--- config.mk ---
export PLATFORM = sky130hd
export DESIGN_NAME = dotp_wrapper
export DESIGN_NICKNAME = d
export VERILOG_FILES = /design/src/verilog/dotp_pkg.sv /design/src/verilog/fp_unpack.sv /design/src/verilog/sdotp_accumulate.sv /design/src/verilog/fp16_round_pack.sv /design/src/verilog/sdotp_unit.sv /design/src/verilog/dotp_wrapper.sv
export SDC_FILE = /design/constraint.sdc
export NUM_CORES = 2
export LEC_CHECK = 0
export ABC_AREA = 1
export BUFFER_PORTS_ARGS = -buffer_cell sky130_fd_sc_hd__clkbuf_2
export CAP_MARGIN = 20
export CORE_AREA = 2 2 329 331
export DETAILED_ROUTE_END_ITERATION = 6
export DIE_AREA = 0 0 331 333
export GPL_TIMING_DRIVEN = 0
export PLACE_DENSITY = 0.42
export SETUP_SLACK_MARGIN = 0.1
export SKIP_CTS_REPAIR_TIMING = 1
export SLEW_MARGIN = 20
export SYNTH_ARGS = -nofsm -noshare
export SYNTH_HDL_FRONTEND = slang
export SYNTH_HIERARCHICAL = 1
export SYNTH_SLANG_ARGS = --single-unit
--- constraint.sdc ---
create_clock -name clk_i -period 10.9 [get_ports clk_i]
set_input_delay 1.635 -clock clk_i [delete_from_list [all_inputs] [get_ports clk_i]]
set_output_delay 1.635 -clock clk_i [all_outputs]
set_load 0.02 [all_outputs]
--- src/verilog/dotp_pkg.sv ---
// shared widths, vector types, enums and format constants for the fp8 dot-product unit and its testbench
package dotp_pkg;

  // ------------------------------------------------------------------
  // format geometry
  // ------------------------------------------------------------------
  localparam int FP8_EXP_W  = 5;   // e5m2
  localparam int FP8_MAN_W  = 2;
  localparam int FP8_BIAS   = 15;
  localparam int FP16_EXP_W = 5;   // ieee half
  localparam int FP16_MAN_W = 10;
  localparam int FP16_BIAS  = 15;

  // fixed-point accumulator, lsb weighs 2^ACC_LSB_EXP
  localparam int ACC_W       = 68;
  localparam int ACC_LSB_EXP = -32;
  localparam int EXP_W       = 7;  // unbiased exponent incl. sign

  localparam int PIPE_STAGES = 2;  // fixed latency

  // ------------------------------------------------------------------
  // plain vector types
  // ------------------------------------------------------------------
  typedef logic [FP8_EXP_W+FP8_MAN_W:0]   fp8_t;
  typedef logic [FP16_EXP_W+FP16_MAN_W:0] fp16_t;
  typedef logic [15:0]                    operand_t;  // two fp8 lanes or one fp16
  typedef logic [3:0]                     tag_t;
  typedef logic [2:0]                     status_t;   // {invalid, overflow, inexact}
  typedef logic signed [ACC_W-1:0]        acc_t;
  typedef logic signed [EXP_W-1:0]        exp_t;

  // ------------------------------------------------------------------
  // enums
  // ------------------------------------------------------------------
  typedef enum logic {
    OP_SDOTP,  // a0*b0 + a1*b1 + c
    OP_VSUM    // a0 + a1 + c
  } dotp_op_e;

  typedef enum logic {
    RM_RNE,
    RM_RTZ
  } roundmode_e;

  typedef enum logic [2:0] {
    CLS_ZERO,
    CLS_SUB,
    CLS_NORM,
    CLS_INF,
    CLS_NAN
  } fp_class_e;

  // special encodings
  localparam fp8_t  FP8_ONE   = 8'h3c;     // 0_01111_00
  localparam fp16_t FP16_QNAN = 16'h7e00;  // canonical nan
  localparam fp16_t FP16_INF  = 16'h7c00;
  localparam fp16_t FP16_MAX  = 16'h7bff;  // largest finite

endpackage

--- src/verilog/fp_unpack.sv ---
// classifies one floating-point value and splits it into sign, unbiased exponent and significand
module fp_unpack #(
  parameter int ExpWidth = 5,
  parameter int ManWidth = 2
) (
  input  logic [ExpWidth+ManWidth:0] value_i,
  output logic                       sign_o,
  output dotp_pkg::exp_t             exp_o,
  output logic [ManWidth:0]          sig_o,    // hidden bit on top
  output dotp_pkg::fp_class_e        class_o
);

  localparam int Bias = 2**(ExpWidth-1) - 1;  // ieee bias of the exponent field

  logic [ExpWidth-1:0] exp_field;
  logic [ManWidth-1:0] man_field;
  logic                exp_zero, exp_ones, man_zero;

  assign {sign_o, exp_field, man_field} = value_i;

  assign exp_zero = (exp_field == '0);
  assign exp_ones = (exp_field == '1);
  assign man_zero = (man_field == '0);

  // subnormals and zero share the exponent of the smallest normal
  assign exp_o = exp_zero ? dotp_pkg::exp_t'(1 - Bias)
                          : dotp_pkg::exp_t'(int'(exp_field) - Bias);
  assign sig_o = {~exp_zero, man_field};  // hidden bit clear for subnormal

  always_comb begin
    if (exp_zero) begin
      class_o = man_zero ? dotp_pkg::CLS_ZERO : dotp_pkg::CLS_SUB;
    end else if (exp_ones) begin
      class_o = man_zero ? dotp_pkg::CLS_INF : dotp_pkg::CLS_NAN;
    end else begin
      class_o = dotp_pkg::CLS_NORM;
    end
  end

endmodule

--- src/verilog/sdotp_accumulate.sv ---
// exact fp8 products plus fp16 addend on one fixed-point grid, with nan/inf special-case resolution
module sdotp_accumulate (
  input  logic                          a0_sign_i,
  input  dotp_pkg::exp_t                a0_exp_i,
  input  logic [dotp_pkg::FP8_MAN_W:0]  a0_sig_i,
  input  dotp_pkg::fp_class_e           a0_class_i,
  input  logic                          b0_sign_i,
  input  dotp_pkg::exp_t                b0_exp_i,
  input  logic [dotp_pkg::FP8_MAN_W:0]  b0_sig_i,
  input  dotp_pkg::fp_class_e           b0_class_i,
  input  logic                          a1_sign_i,
  input  dotp_pkg::exp_t                a1_exp_i,
  input  logic [dotp_pkg::FP8_MAN_W:0]  a1_sig_i,
  input  dotp_pkg::fp_class_e           a1_class_i,
  input  logic                          b1_sign_i,
  input  dotp_pkg::exp_t                b1_exp_i,
  input  logic [dotp_pkg::FP8_MAN_W:0]  b1_sig_i,
  input  dotp_pkg::fp_class_e           b1_class_i,
  input  logic                          c_sign_i,
  input  dotp_pkg::exp_t                c_exp_i,
  input  logic [dotp_pkg::FP16_MAN_W:0] c_sig_i,
  input  dotp_pkg::fp_class_e           c_class_i,
  output dotp_pkg::acc_t                sum_o,
  output logic                          special_o,
  output dotp_pkg::fp16_t               special_value_o,
  output logic                          invalid_o
);

  // signed term, mag scaled by 2^(shift + ACC_LSB_EXP)
  function automatic dotp_pkg::acc_t place(input logic neg,
                                           input logic [dotp_pkg::FP16_MAN_W:0] mag,
                                           input int shift);
    dotp_pkg::acc_t t;
    t = dotp_pkg::acc_t'(mag) <<< shift;
    return neg ? -t : t;
  endfunction

  // ------------------------------------------------------------------
  // exact terms
  // ------------------------------------------------------------------
  logic [2*dotp_pkg::FP8_MAN_W+1:0] prod0, prod1;  // 3x3 bit, exact
  int                               shift_p0, shift_p1, shift_c;

  assign prod0 = a0_sig_i * b0_sig_i;
  assign prod1 = a1_sig_i * b1_sig_i;

  // bit position of each term lsb inside the accumulator
  assign shift_p0 = int'(a0_exp_i) + int'(b0_exp_i) - 2*dotp_pkg::FP8_MAN_W
                    - dotp_pkg::ACC_LSB_EXP;
  assign shift_p1 = int'(a1_exp_i) + int'(b1_exp_i) - 2*dotp_pkg::FP8_MAN_W
                    - dotp_pkg::ACC_LSB_EXP;
  assign shift_c  = int'(c_exp_i) - dotp_pkg::FP16_MAN_W - dotp_pkg::ACC_LSB_EXP;

  assign sum_o = place(a0_sign_i ^ b0_sign_i, prod0, shift_p0)
               + place(a1_sign_i ^ b1_sign_i, prod1, shift_p1)
               + place(c_sign_i, c_sig_i, shift_c);

  // ------------------------------------------------------------------
  // special cases
  // ------------------------------------------------------------------
  logic any_nan;
  logic p0_inf, p1_inf, c_inf;
  logic inf_x_zero;       // inf * 0 in either product
  logic pos_inf, neg_inf;

  assign any_nan = (a0_class_i == dotp_pkg::CLS_NAN) || (b0_class_i == dotp_pkg::CLS_NAN)
                || (a1_class_i == dotp_pkg::CLS_NAN) || (b1_class_i == dotp_pkg::CLS_NAN)
                || (c_class_i  == dotp_pkg::CLS_NAN);

  assign p0_inf = (a0_class_i == dotp_pkg::CLS_INF) || (b0_class_i == dotp_pkg::CLS_INF);
  assign p1_inf = (a1_class_i == dotp_pkg::CLS_INF) || (b1_class_i == dotp_pkg::CLS_INF);
  assign c_inf  = (c_class_i == dotp_pkg::CLS_INF);

  assign inf_x_zero =
      (p0_inf && ((a0_class_i == dotp_pkg::CLS_ZERO) || (b0_class_i == dotp_pkg::CLS_ZERO)))
   || (p1_inf && ((a1_class_i == dotp_pkg::CLS_ZERO) || (b1_class_i == dotp_pkg::CLS_ZERO)));

  assign pos_inf = (p0_inf && !(a0_sign_i ^ b0_sign_i)) || (p1_inf && !(a1_sign_i ^ b1_sign_i))
                || (c_inf && !c_sign_i);
  assign neg_inf = (p0_inf && (a0_sign_i ^ b0_sign_i)) || (p1_inf && (a1_sign_i ^ b1_sign_i))
                || (c_inf && c_sign_i);

  always_comb begin
    special_o       = 1'b1;
    invalid_o       = 1'b0;
    special_value_o = dotp_pkg::FP16_QNAN;
    if (any_nan) begin
      // quiet nan, no flag
    end else if (inf_x_zero || (pos_inf && neg_inf)) begin
      invalid_o = 1'b1;
    end else if (pos_inf || neg_inf) begin
      special_value_o = {neg_inf, dotp_pkg::FP16_INF[14:0]};
    end else begin
      special_o = 1'b0;  // finite, sum_o is the result
    end
  end

  // every term, inf encodings included, lands fully inside the accumulator
  a_shift_range: assert final (
      shift_p0 >= 0 && shift_p0 + 2*dotp_pkg::FP8_MAN_W + 2 < dotp_pkg::ACC_W
   && shift_p1 >= 0 && shift_p1 + 2*dotp_pkg::FP8_MAN_W + 2 < dotp_pkg::ACC_W
   && shift_c  >= 0 && shift_c + dotp_pkg::FP16_MAN_W + 1 < dotp_pkg::ACC_W);

endmodule

--- src/verilog/fp16_round_pack.sv ---
// normalises the fixed-point sum, rounds it once to fp16 and raises overflow/inexact flags
module fp16_round_pack (
  input  dotp_pkg::acc_t       sum_i,
  input  logic                 special_i,
  input  dotp_pkg::fp16_t      special_value_i,
  input  logic                 invalid_i,
  input  dotp_pkg::roundmode_e rnd_mode_i,
  output dotp_pkg::fp16_t      result_o,
  output dotp_pkg::status_t    status_o
);

  logic                                  sign;
  logic [dotp_pkg::ACC_W-1:0]            mag;       // |sum|
  int                                    lead;      // leading one position
  int                                    lsb;       // acc bit of result lsb
  logic [dotp_pkg::FP16_MAN_W:0]         sig;       // incl. hidden bit
  logic                                  guard, sticky, round_up;
  logic [dotp_pkg::EXP_W-1:0]            exp_field; // biased, wide for overflow
  logic [dotp_pkg::EXP_W+dotp_pkg::FP16_MAN_W-1:0] rounded;
  logic                                  overflow;

  // ------------------------------------------------------------------
  // normalise
  // ------------------------------------------------------------------
  always_comb begin
    sign = sum_i[dotp_pkg::ACC_W-1];
    mag  = sign ? -sum_i : sum_i;
    lead = 0;
    for (int i = 0; i < dotp_pkg::ACC_W; i++) begin
      if (mag[i]) lead = i;
    end
    // floor at the subnormal grid 2^-24
    lsb = 1 - dotp_pkg::FP16_BIAS - dotp_pkg::FP16_MAN_W - dotp_pkg::ACC_LSB_EXP;
    if (lead - dotp_pkg::FP16_MAN_W > lsb) begin
      lsb = lead - dotp_pkg::FP16_MAN_W;
    end
    sig    = mag[lsb +: dotp_pkg::FP16_MAN_W+1];
    guard  = mag[lsb-1];
    sticky = |(mag << (dotp_pkg::ACC_W + 1 - lsb));  // keeps bits below guard
    // hidden bit clear means subnormal, exponent field 0
    exp_field = sig[dotp_pkg::FP16_MAN_W]
              ? dotp_pkg::EXP_W'(lsb + dotp_pkg::ACC_LSB_EXP + dotp_pkg::FP16_MAN_W
                                 + dotp_pkg::FP16_BIAS)
              : '0;
  end

  // ------------------------------------------------------------------
  // round and pack
  // ------------------------------------------------------------------
  assign round_up = (rnd_mode_i == dotp_pkg::RM_RNE) && guard && (sticky || sig[0]);
  // mantissa carry ripples into the exponent, also subnormal -> normal
  assign rounded  = {exp_field, sig[dotp_pkg::FP16_MAN_W-1:0]} + round_up;
  assign overflow = rounded[dotp_pkg::EXP_W+dotp_pkg::FP16_MAN_W-1:dotp_pkg::FP16_MAN_W]
                    >= (2**dotp_pkg::FP16_EXP_W - 1);

  always_comb begin
    if (special_i) begin
      result_o = special_value_i;                   // nan / inf unchanged
      status_o = {invalid_i, 2'b00};
    end else if (overflow) begin
      result_o = (rnd_mode_i == dotp_pkg::RM_RTZ) ? {sign, dotp_pkg::FP16_MAX[14:0]}
                                                  : {sign, dotp_pkg::FP16_INF[14:0]};
      status_o = 3'b011;                            // overflow + inexact
    end else begin
      result_o = {sign, rounded[14:0]};             // exact zero comes out as +0
      status_o = {2'b00, guard | sticky};
    end
  end

endmodule

--- src/verilog/sdotp_unit.sv ---
// two-stage fp8 dot-product pipeline with valid/ready handshake, flush and busy indication
module sdotp_unit (
  input  logic                 clk_i,
  input  logic                 arst_n_i,
  input  dotp_pkg::fp8_t       a0_i,
  input  dotp_pkg::fp8_t       b0_i,
  input  dotp_pkg::fp8_t       a1_i,
  input  dotp_pkg::fp8_t       b1_i,
  input  dotp_pkg::fp16_t      c_i,
  input  dotp_pkg::roundmode_e rnd_mode_i,
  input  dotp_pkg::tag_t       tag_i,
  input  logic                 in_valid_i,
  output logic                 in_ready_o,
  input  logic                 flush_i,
  output dotp_pkg::fp16_t      result_o,
  output dotp_pkg::status_t    status_o,
  output dotp_pkg::tag_t       tag_o,
  output logic                 out_valid_o,
  input  logic                 out_ready_i,
  output logic                 busy_o
);

  // ------------------------------------------------------------------
  // operand decode
  // ------------------------------------------------------------------
  dotp_pkg::fp8_t                lane      [4];  // a0, b0, a1, b1
  logic                          lane_sign [4];
  dotp_pkg::exp_t                lane_exp  [4];
  logic [dotp_pkg::FP8_MAN_W:0]  lane_sig  [4];
  dotp_pkg::fp_class_e           lane_cls  [4];
  logic                          c_sign;
  dotp_pkg::exp_t                c_exp;
  logic [dotp_pkg::FP16_MAN_W:0] c_sig;
  dotp_pkg::fp_class_e           c_cls;

  assign lane[0] = a0_i;
  assign lane[1] = b0_i;
  assign lane[2] = a1_i;
  assign lane[3] = b1_i;

  for (genvar i = 0; i < 4; i++) begin : gen_lane_unpack
    fp_unpack #(
      .ExpWidth ( dotp_pkg::FP8_EXP_W ),
      .ManWidth ( dotp_pkg::FP8_MAN_W )
    ) u_unpack (
      .value_i ( lane[i]      ),
      .sign_o  ( lane_sign[i] ),
      .exp_o   ( lane_exp[i]  ),
      .sig_o   ( lane_sig[i]  ),
      .class_o ( lane_cls[i]  )
    );
  end

  fp_unpack #(
    .ExpWidth ( dotp_pkg::FP16_EXP_W ),
    .ManWidth ( dotp_pkg::FP16_MAN_W )
  ) u_unpack_c (
    .value_i ( c_i    ),
    .sign_o  ( c_sign ),
    .exp_o   ( c_exp  ),
    .sig_o   ( c_sig  ),
    .class_o ( c_cls  )
  );

  // exact sum and specials, combinational
  dotp_pkg::acc_t  acc_sum;
  logic            acc_special, acc_invalid;
  dotp_pkg::fp16_t acc_special_value;

  sdotp_accumulate u_accumulate (
    .a0_sign_i (lane_sign[0]), .a0_exp_i (lane_exp[0]), .a0_sig_i (lane_sig[0]),
    .a0_class_i (lane_cls[0]),
    .b0_sign_i (lane_sign[1]), .b0_exp_i (lane_exp[1]), .b0_sig_i (lane_sig[1]),
    .b0_class_i (lane_cls[1]),
    .a1_sign_i (lane_sign[2]), .a1_exp_i (lane_exp[2]), .a1_sig_i (lane_sig[2]),
    .a1_class_i (lane_cls[2]),
    .b1_sign_i (lane_sign[3]), .b1_exp_i (lane_exp[3]), .b1_sig_i (lane_sig[3]),
    .b1_class_i (lane_cls[3]),
    .c_sign_i  (c_sign), .c_exp_i (c_exp), .c_sig_i (c_sig), .c_class_i (c_cls),
    .sum_o           ( acc_sum           ),
    .special_o       ( acc_special       ),
    .special_value_o ( acc_special_value ),
    .invalid_o       ( acc_invalid       )
  );

  // ------------------------------------------------------------------
  // pipeline control
  // ------------------------------------------------------------------
  logic s1_valid, s2_valid;
  logic advance;  // both stages move together

  assign advance     = ~s2_valid | out_ready_i;
  assign in_ready_o  = advance;
  assign out_valid_o = s2_valid;
  assign busy_o      = s1_valid | s2_valid;

  always_ff @(posedge clk_i or negedge arst_n_i) begin
    if (!arst_n_i) begin
      s1_valid <= 1'b0;
      s2_valid <= 1'b0;
    end else if (flush_i) begin  // drop everything in flight
      s1_valid <= 1'b0;
      s2_valid <= 1'b0;
    end else if (advance) begin
      s1_valid <= in_valid_i;
      s2_valid <= s1_valid;
    end
  end

  // stage 1 payload
  dotp_pkg::acc_t       s1_sum;
  logic                 s1_special, s1_invalid;
  dotp_pkg::fp16_t      s1_special_value;
  dotp_pkg::roundmode_e s1_rnd;
  dotp_pkg::tag_t       s1_tag;

  always_ff @(posedge clk_i) begin
    if (advance && in_valid_i) begin
      s1_sum           <= acc_sum;
      s1_special       <= acc_special;
      s1_special_value <= acc_special_value;
      s1_invalid       <= acc_invalid;
      s1_rnd           <= rnd_mode_i;
      s1_tag           <= tag_i;
    end
  end

  // round on stage 1, register into stage 2
  dotp_pkg::fp16_t   rp_result;
  dotp_pkg::status_t rp_status;

  fp16_round_pack u_round_pack (
    .sum_i           ( s1_sum           ),
    .special_i       ( s1_special       ),
    .special_value_i ( s1_special_value ),
    .invalid_i       ( s1_invalid       ),
    .rnd_mode_i      ( s1_rnd           ),
    .result_o        ( rp_result        ),
    .status_o        ( rp_status        )
  );

  always_ff @(posedge clk_i) begin
    if (advance && s1_valid) begin  // held while stalled
      result_o <= rp_result;
      status_o <= rp_status;
      tag_o    <= s1_tag;
    end
  end

  a_out_stable: assert property (@(posedge clk_i) disable iff (!arst_n_i)
    out_valid_o && !out_ready_i && !flush_i |=>
      out_valid_o && $stable(result_o) && $stable(status_o) && $stable(tag_o));

  a_flush_quiet: assert property (@(posedge clk_i) disable iff (!arst_n_i)
    flush_i |=> !out_valid_o);

endmodule

--- src/verilog/dotp_wrapper.sv ---
// top level of the expanding dot-product unit; maps packed operands onto fp8 lanes and fp16 addend
module dotp_wrapper (
  input  logic                       clk_i,
  input  logic                       arst_n_i,
  // operation
  input  dotp_pkg::operand_t [2:0]   operands_i,  // a lanes, b lanes, addend c
  input  dotp_pkg::dotp_op_e         op_i,
  input  logic                       op_mod_i,    // subtract addend
  input  dotp_pkg::roundmode_e       rnd_mode_i,
  input  dotp_pkg::tag_t             tag_i,
  // input handshake
  input  logic                       in_valid_i,
  output logic                       in_ready_o,
  input  logic                       flush_i,
  // result
  output dotp_pkg::fp16_t            result_o,
  output dotp_pkg::status_t          status_o,
  output dotp_pkg::tag_t             tag_o,
  // output handshake
  output logic                       out_valid_o,
  input  logic                       out_ready_i,
  output logic                       busy_o
);

  // ------------------------------------------------------------------
  // lane extraction
  // ------------------------------------------------------------------
  dotp_pkg::fp8_t  op_a0, op_b0, op_a1, op_b1;
  dotp_pkg::fp16_t op_c;
  logic            is_vsum;

  assign is_vsum = (op_i == dotp_pkg::OP_VSUM);

  assign op_a0 = operands_i[0][7:0];   // lane 0 in low byte
  assign op_a1 = operands_i[0][15:8];
  // vsum multiplies every a lane by one, unit only sees a dot product
  assign op_b0 = is_vsum ? dotp_pkg::FP8_ONE : operands_i[1][7:0];
  assign op_b1 = is_vsum ? dotp_pkg::FP8_ONE : operands_i[1][15:8];
  assign op_c  = {operands_i[2][15] ^ op_mod_i, operands_i[2][14:0]};  // sign flip for -c

  sdotp_unit u_sdotp_unit (
    .clk_i       ( clk_i       ),
    .arst_n_i    ( arst_n_i    ),
    .a0_i        ( op_a0       ),
    .b0_i        ( op_b0       ),
    .a1_i        ( op_a1       ),
    .b1_i        ( op_b1       ),
    .c_i         ( op_c        ),
    .rnd_mode_i  ( rnd_mode_i  ),
    .tag_i       ( tag_i       ),
    .in_valid_i  ( in_valid_i  ),
    .in_ready_o  ( in_ready_o  ),
    .flush_i     ( flush_i     ),
    .result_o    ( result_o    ),
    .status_o    ( status_o    ),
    .tag_o       ( tag_o       ),
    .out_valid_o ( out_valid_o ),
    .out_ready_i ( out_ready_i ),
    .busy_o      ( busy_o      )
  );

  // operation select must be decodable whenever an op is offered
  a_op_known: assert property (@(posedge clk_i) disable iff (!arst_n_i)
    in_valid_i |-> !$isunknown(op_i));

endmodule

==> impl_metrics.ini <==
[timing]
holdWs_ns = 0.422
fmax_mhz = 96.3
finalCriticalPeriod_ns = 10.38
worstMarginPinSlew_ns = 1.06
drv_slew = 0
max_slew_margin = 0.292
hold_viol_final = 0
rsz0062_at_grt = no
min_period_over_period = 0.952
setup_viol = 0
skew_ns = 0.0313

[critical_path]
worst_r2r_endpoint = u_sdotp_unit/result_o[9]
cp_slowest_cell = fa_1
r2r_setup_slack_ns = 0.83
worstPathArrival_ns = 10.54
r2r_start = u_sdotp_unit/s1_sum[0]
crit_top_cell = nand2_2
rr_worst_depth = 68
start_kind = primary input
critPathRequiredTime_ns = 11.06
critPathMaxStageDelay_ns = 0.60
critPathMaxFanout = 10
path_class = primary input to flip-flop
cp-end-kind = flip-flop

[global_route]
antenna_found_initial = 1
grt_pass1_vias = 38992
grt_pass1_wl_mm = 258
grt_max_degree = 29
grt_overflow = 0
grt.total_usage = 0.316

[drt]
ant_nets = 0
dr.first_iter.drc_count = 3728
drc = 0
via_per_inst = 5.41
wire_per_inst_um = 24.0
first_pass_iters = 7
num_vias = 40394
wirelength_mm = 179

[synthesis]
seq_area_frac_synth = 0.102
synth_top_area_cell = nand2_1
syn_area_mm2 = 0.0339
ys_top_cells_by_count = nand2_1, nand3_1, inv_1
netlist_instances = 5877
ys_warn_count = 6
ys_ff_latch = 116
avgSynthCellArea_um2 = 5.77
synth_top_area_share = 0.190
synth_flop_cell = edfxtp_1
async_flop_share = 0.0172
synth_edf_count = 114
synth_most_common_cell = nand2_1
synthTopCellsByArea = nand2_1, nand3_1, edfxtp_1
ys_types = 84

[floorplan]
num_io_pins = 86
die_x_um = 331
core_area_mm2 = 0.107
dieArea_mm2 = 0.110
placement_rows = 120
die_y_um = 333
start_util = 0.318

[worst_hold_path]
hold_depth = 0
hold_path_startpoint = u_sdotp_unit/s1_tag[2]
worst_hold_path.endpoint = u_sdotp_unit/tag_o[2]
min_path_type = flip-flop to flip-flop

[cells_and_area]
fill_cells = 12408
drive_gt1_frac = 0.130
final_nets = 6321
area_delta_synth_final_pct = 12.7

[cts]
clock_sinks = 116
clockRootBuffer = clkbuf_16
cts_tree = done
cts.clk_slew.worst_paths_ns = 0.07
cts_made_buffers = 17
cts_max_level = 4
clk_latency_ns = 0.44
clockBufferDepth = 2

[placed_design]
dp_hpwl_mm = 155
place.gp.congestion = 1.04
port_buffers = 83

[run_status]
outcome = completed

[run]
max-cap-violations = 0
-- cells by family after synthesis --
kind of cell | after synthesis | synth area share
fa+ha+maj | 211 | 0.0942
flops | 116 | 0.102
buf+inv | 956 | 0.121
mux | 2 | 0.000590
other cells | 2 | 0.000221
compound gates | 525 | 0.0898
simple gates | 3726 | 0.502
xor+xnor | 339 | 0.0906
-- cells in the final DEF (no fill, tap or decap), types with 114 or more instances in the layout --
| cell type | instances |
|---|---|
| o21ai_0 | 152 |
| ha_1 | 121 |
| nand2_1 | 1683 |
| a21oi_1 | 159 |
| edfxtp_1 | 114 |
| nand4_1 | 295 |
| buf_4 | 114 |
| xor2_1 | 226 |
| nor2_1 | 559 |
| nand3_1 | 811 |
| inv_1 | 592 |
-- final cells by class --
type	count	area, µm²	area share
Clock buffer	18	429	0.0112
Buffer	281	1650	0.0432
Inverter	673	2550	0.0666
Clock inverter	14	153	0.00399
Tap cell	1403	1760	0.0459
Timing Repair Buffer	144	915	0.0239
Sequential cell	116	3470	0.0909
Multi-Input combinational cell	4817	27300	0.714
Antenna cell	1	2.50	0.0000655
-- state kept, by name, summed over array words and instances, names as in the netlist --
register and cells:
u_sdotp_unit/s1_sum 68, u_sdotp_unit/out_valid_o 1, u_sdotp_unit/status_o 3, u_sdotp_unit/s1_invalid 1
u_sdotp_unit/result_o 16, u_sdotp_unit/s1_tag 4, u_sdotp_unit/s1_rnd 1, u_sdotp_unit/s1_valid 1
u_sdotp_unit/s1_special_value 16, u_sdotp_unit/tag_o 4, u_sdotp_unit/s1_special 1
-- worst max-delay path by stage --
stage | to | from | depth (start not counted)
CTS | u_sdotp_unit/s1_sum[67] | op_i | 56
global placement | u_sdotp_unit/s1_sum[67] | op_i | 56
floorplan | u_sdotp_unit/s1_sum[67] | op_i | 55
global route | u_sdotp_unit/s1_sum[67] | op_i | 59
detailed placement | u_sdotp_unit/s1_sum[67] | op_i | 56
finish | u_sdotp_unit/s1_sum[67] | op_i | 59
-- per-stage QoR --
| stage | instance area (µm²) | instances | utilization | setup slack [ns] | TNS (ns) |
|---|---|---|---|---|---|
| 6_report | 38200 | 7467 | 0.359 | 0.521 | 0 |
| 5_1_grt | 38200 | 7466 | 0.359 | 0.0116 | 0 |
| 4_1_cts | 36800 | 7412 | 0.346 | -2.03 | -57.70 |
| 3_5_place_dp | 36300 | 7380 | 0.340 | -2.44 | -78.16 |
| 3_3_place_gp | 36100 | 7375 | 0.339 | -2.62 | -83.04 |
| 2_1_floorplan | 34000 | 5889 | - | 0.849 | 0 |
-- per-layer routing --
layer	global-route usage	routed length (µm)	up-vias
met3	0.0243	7780	344
li1	-	-	19699
met5	0	0	-
met4	0.197	14100	0
met2	0.560	86900	1389
met1	0.367	70400	18962
-- critical path, delay by kind of cell --
family / cells / cell delay (ns)
AND/OR/NAND/NOR: 27 / 3.26
XOR/XNOR: 2 / 0.41
AO/OA/AOI/OAI: 9 / 1.74
adder cells (fa/ha/maj): 8 / 2.19
buffers and inverters: 13 / 1.29
Power is left out: the tool's default activity adds up to more than one toggle a clock period on the data nets, which glitch-free logic cannot reach.
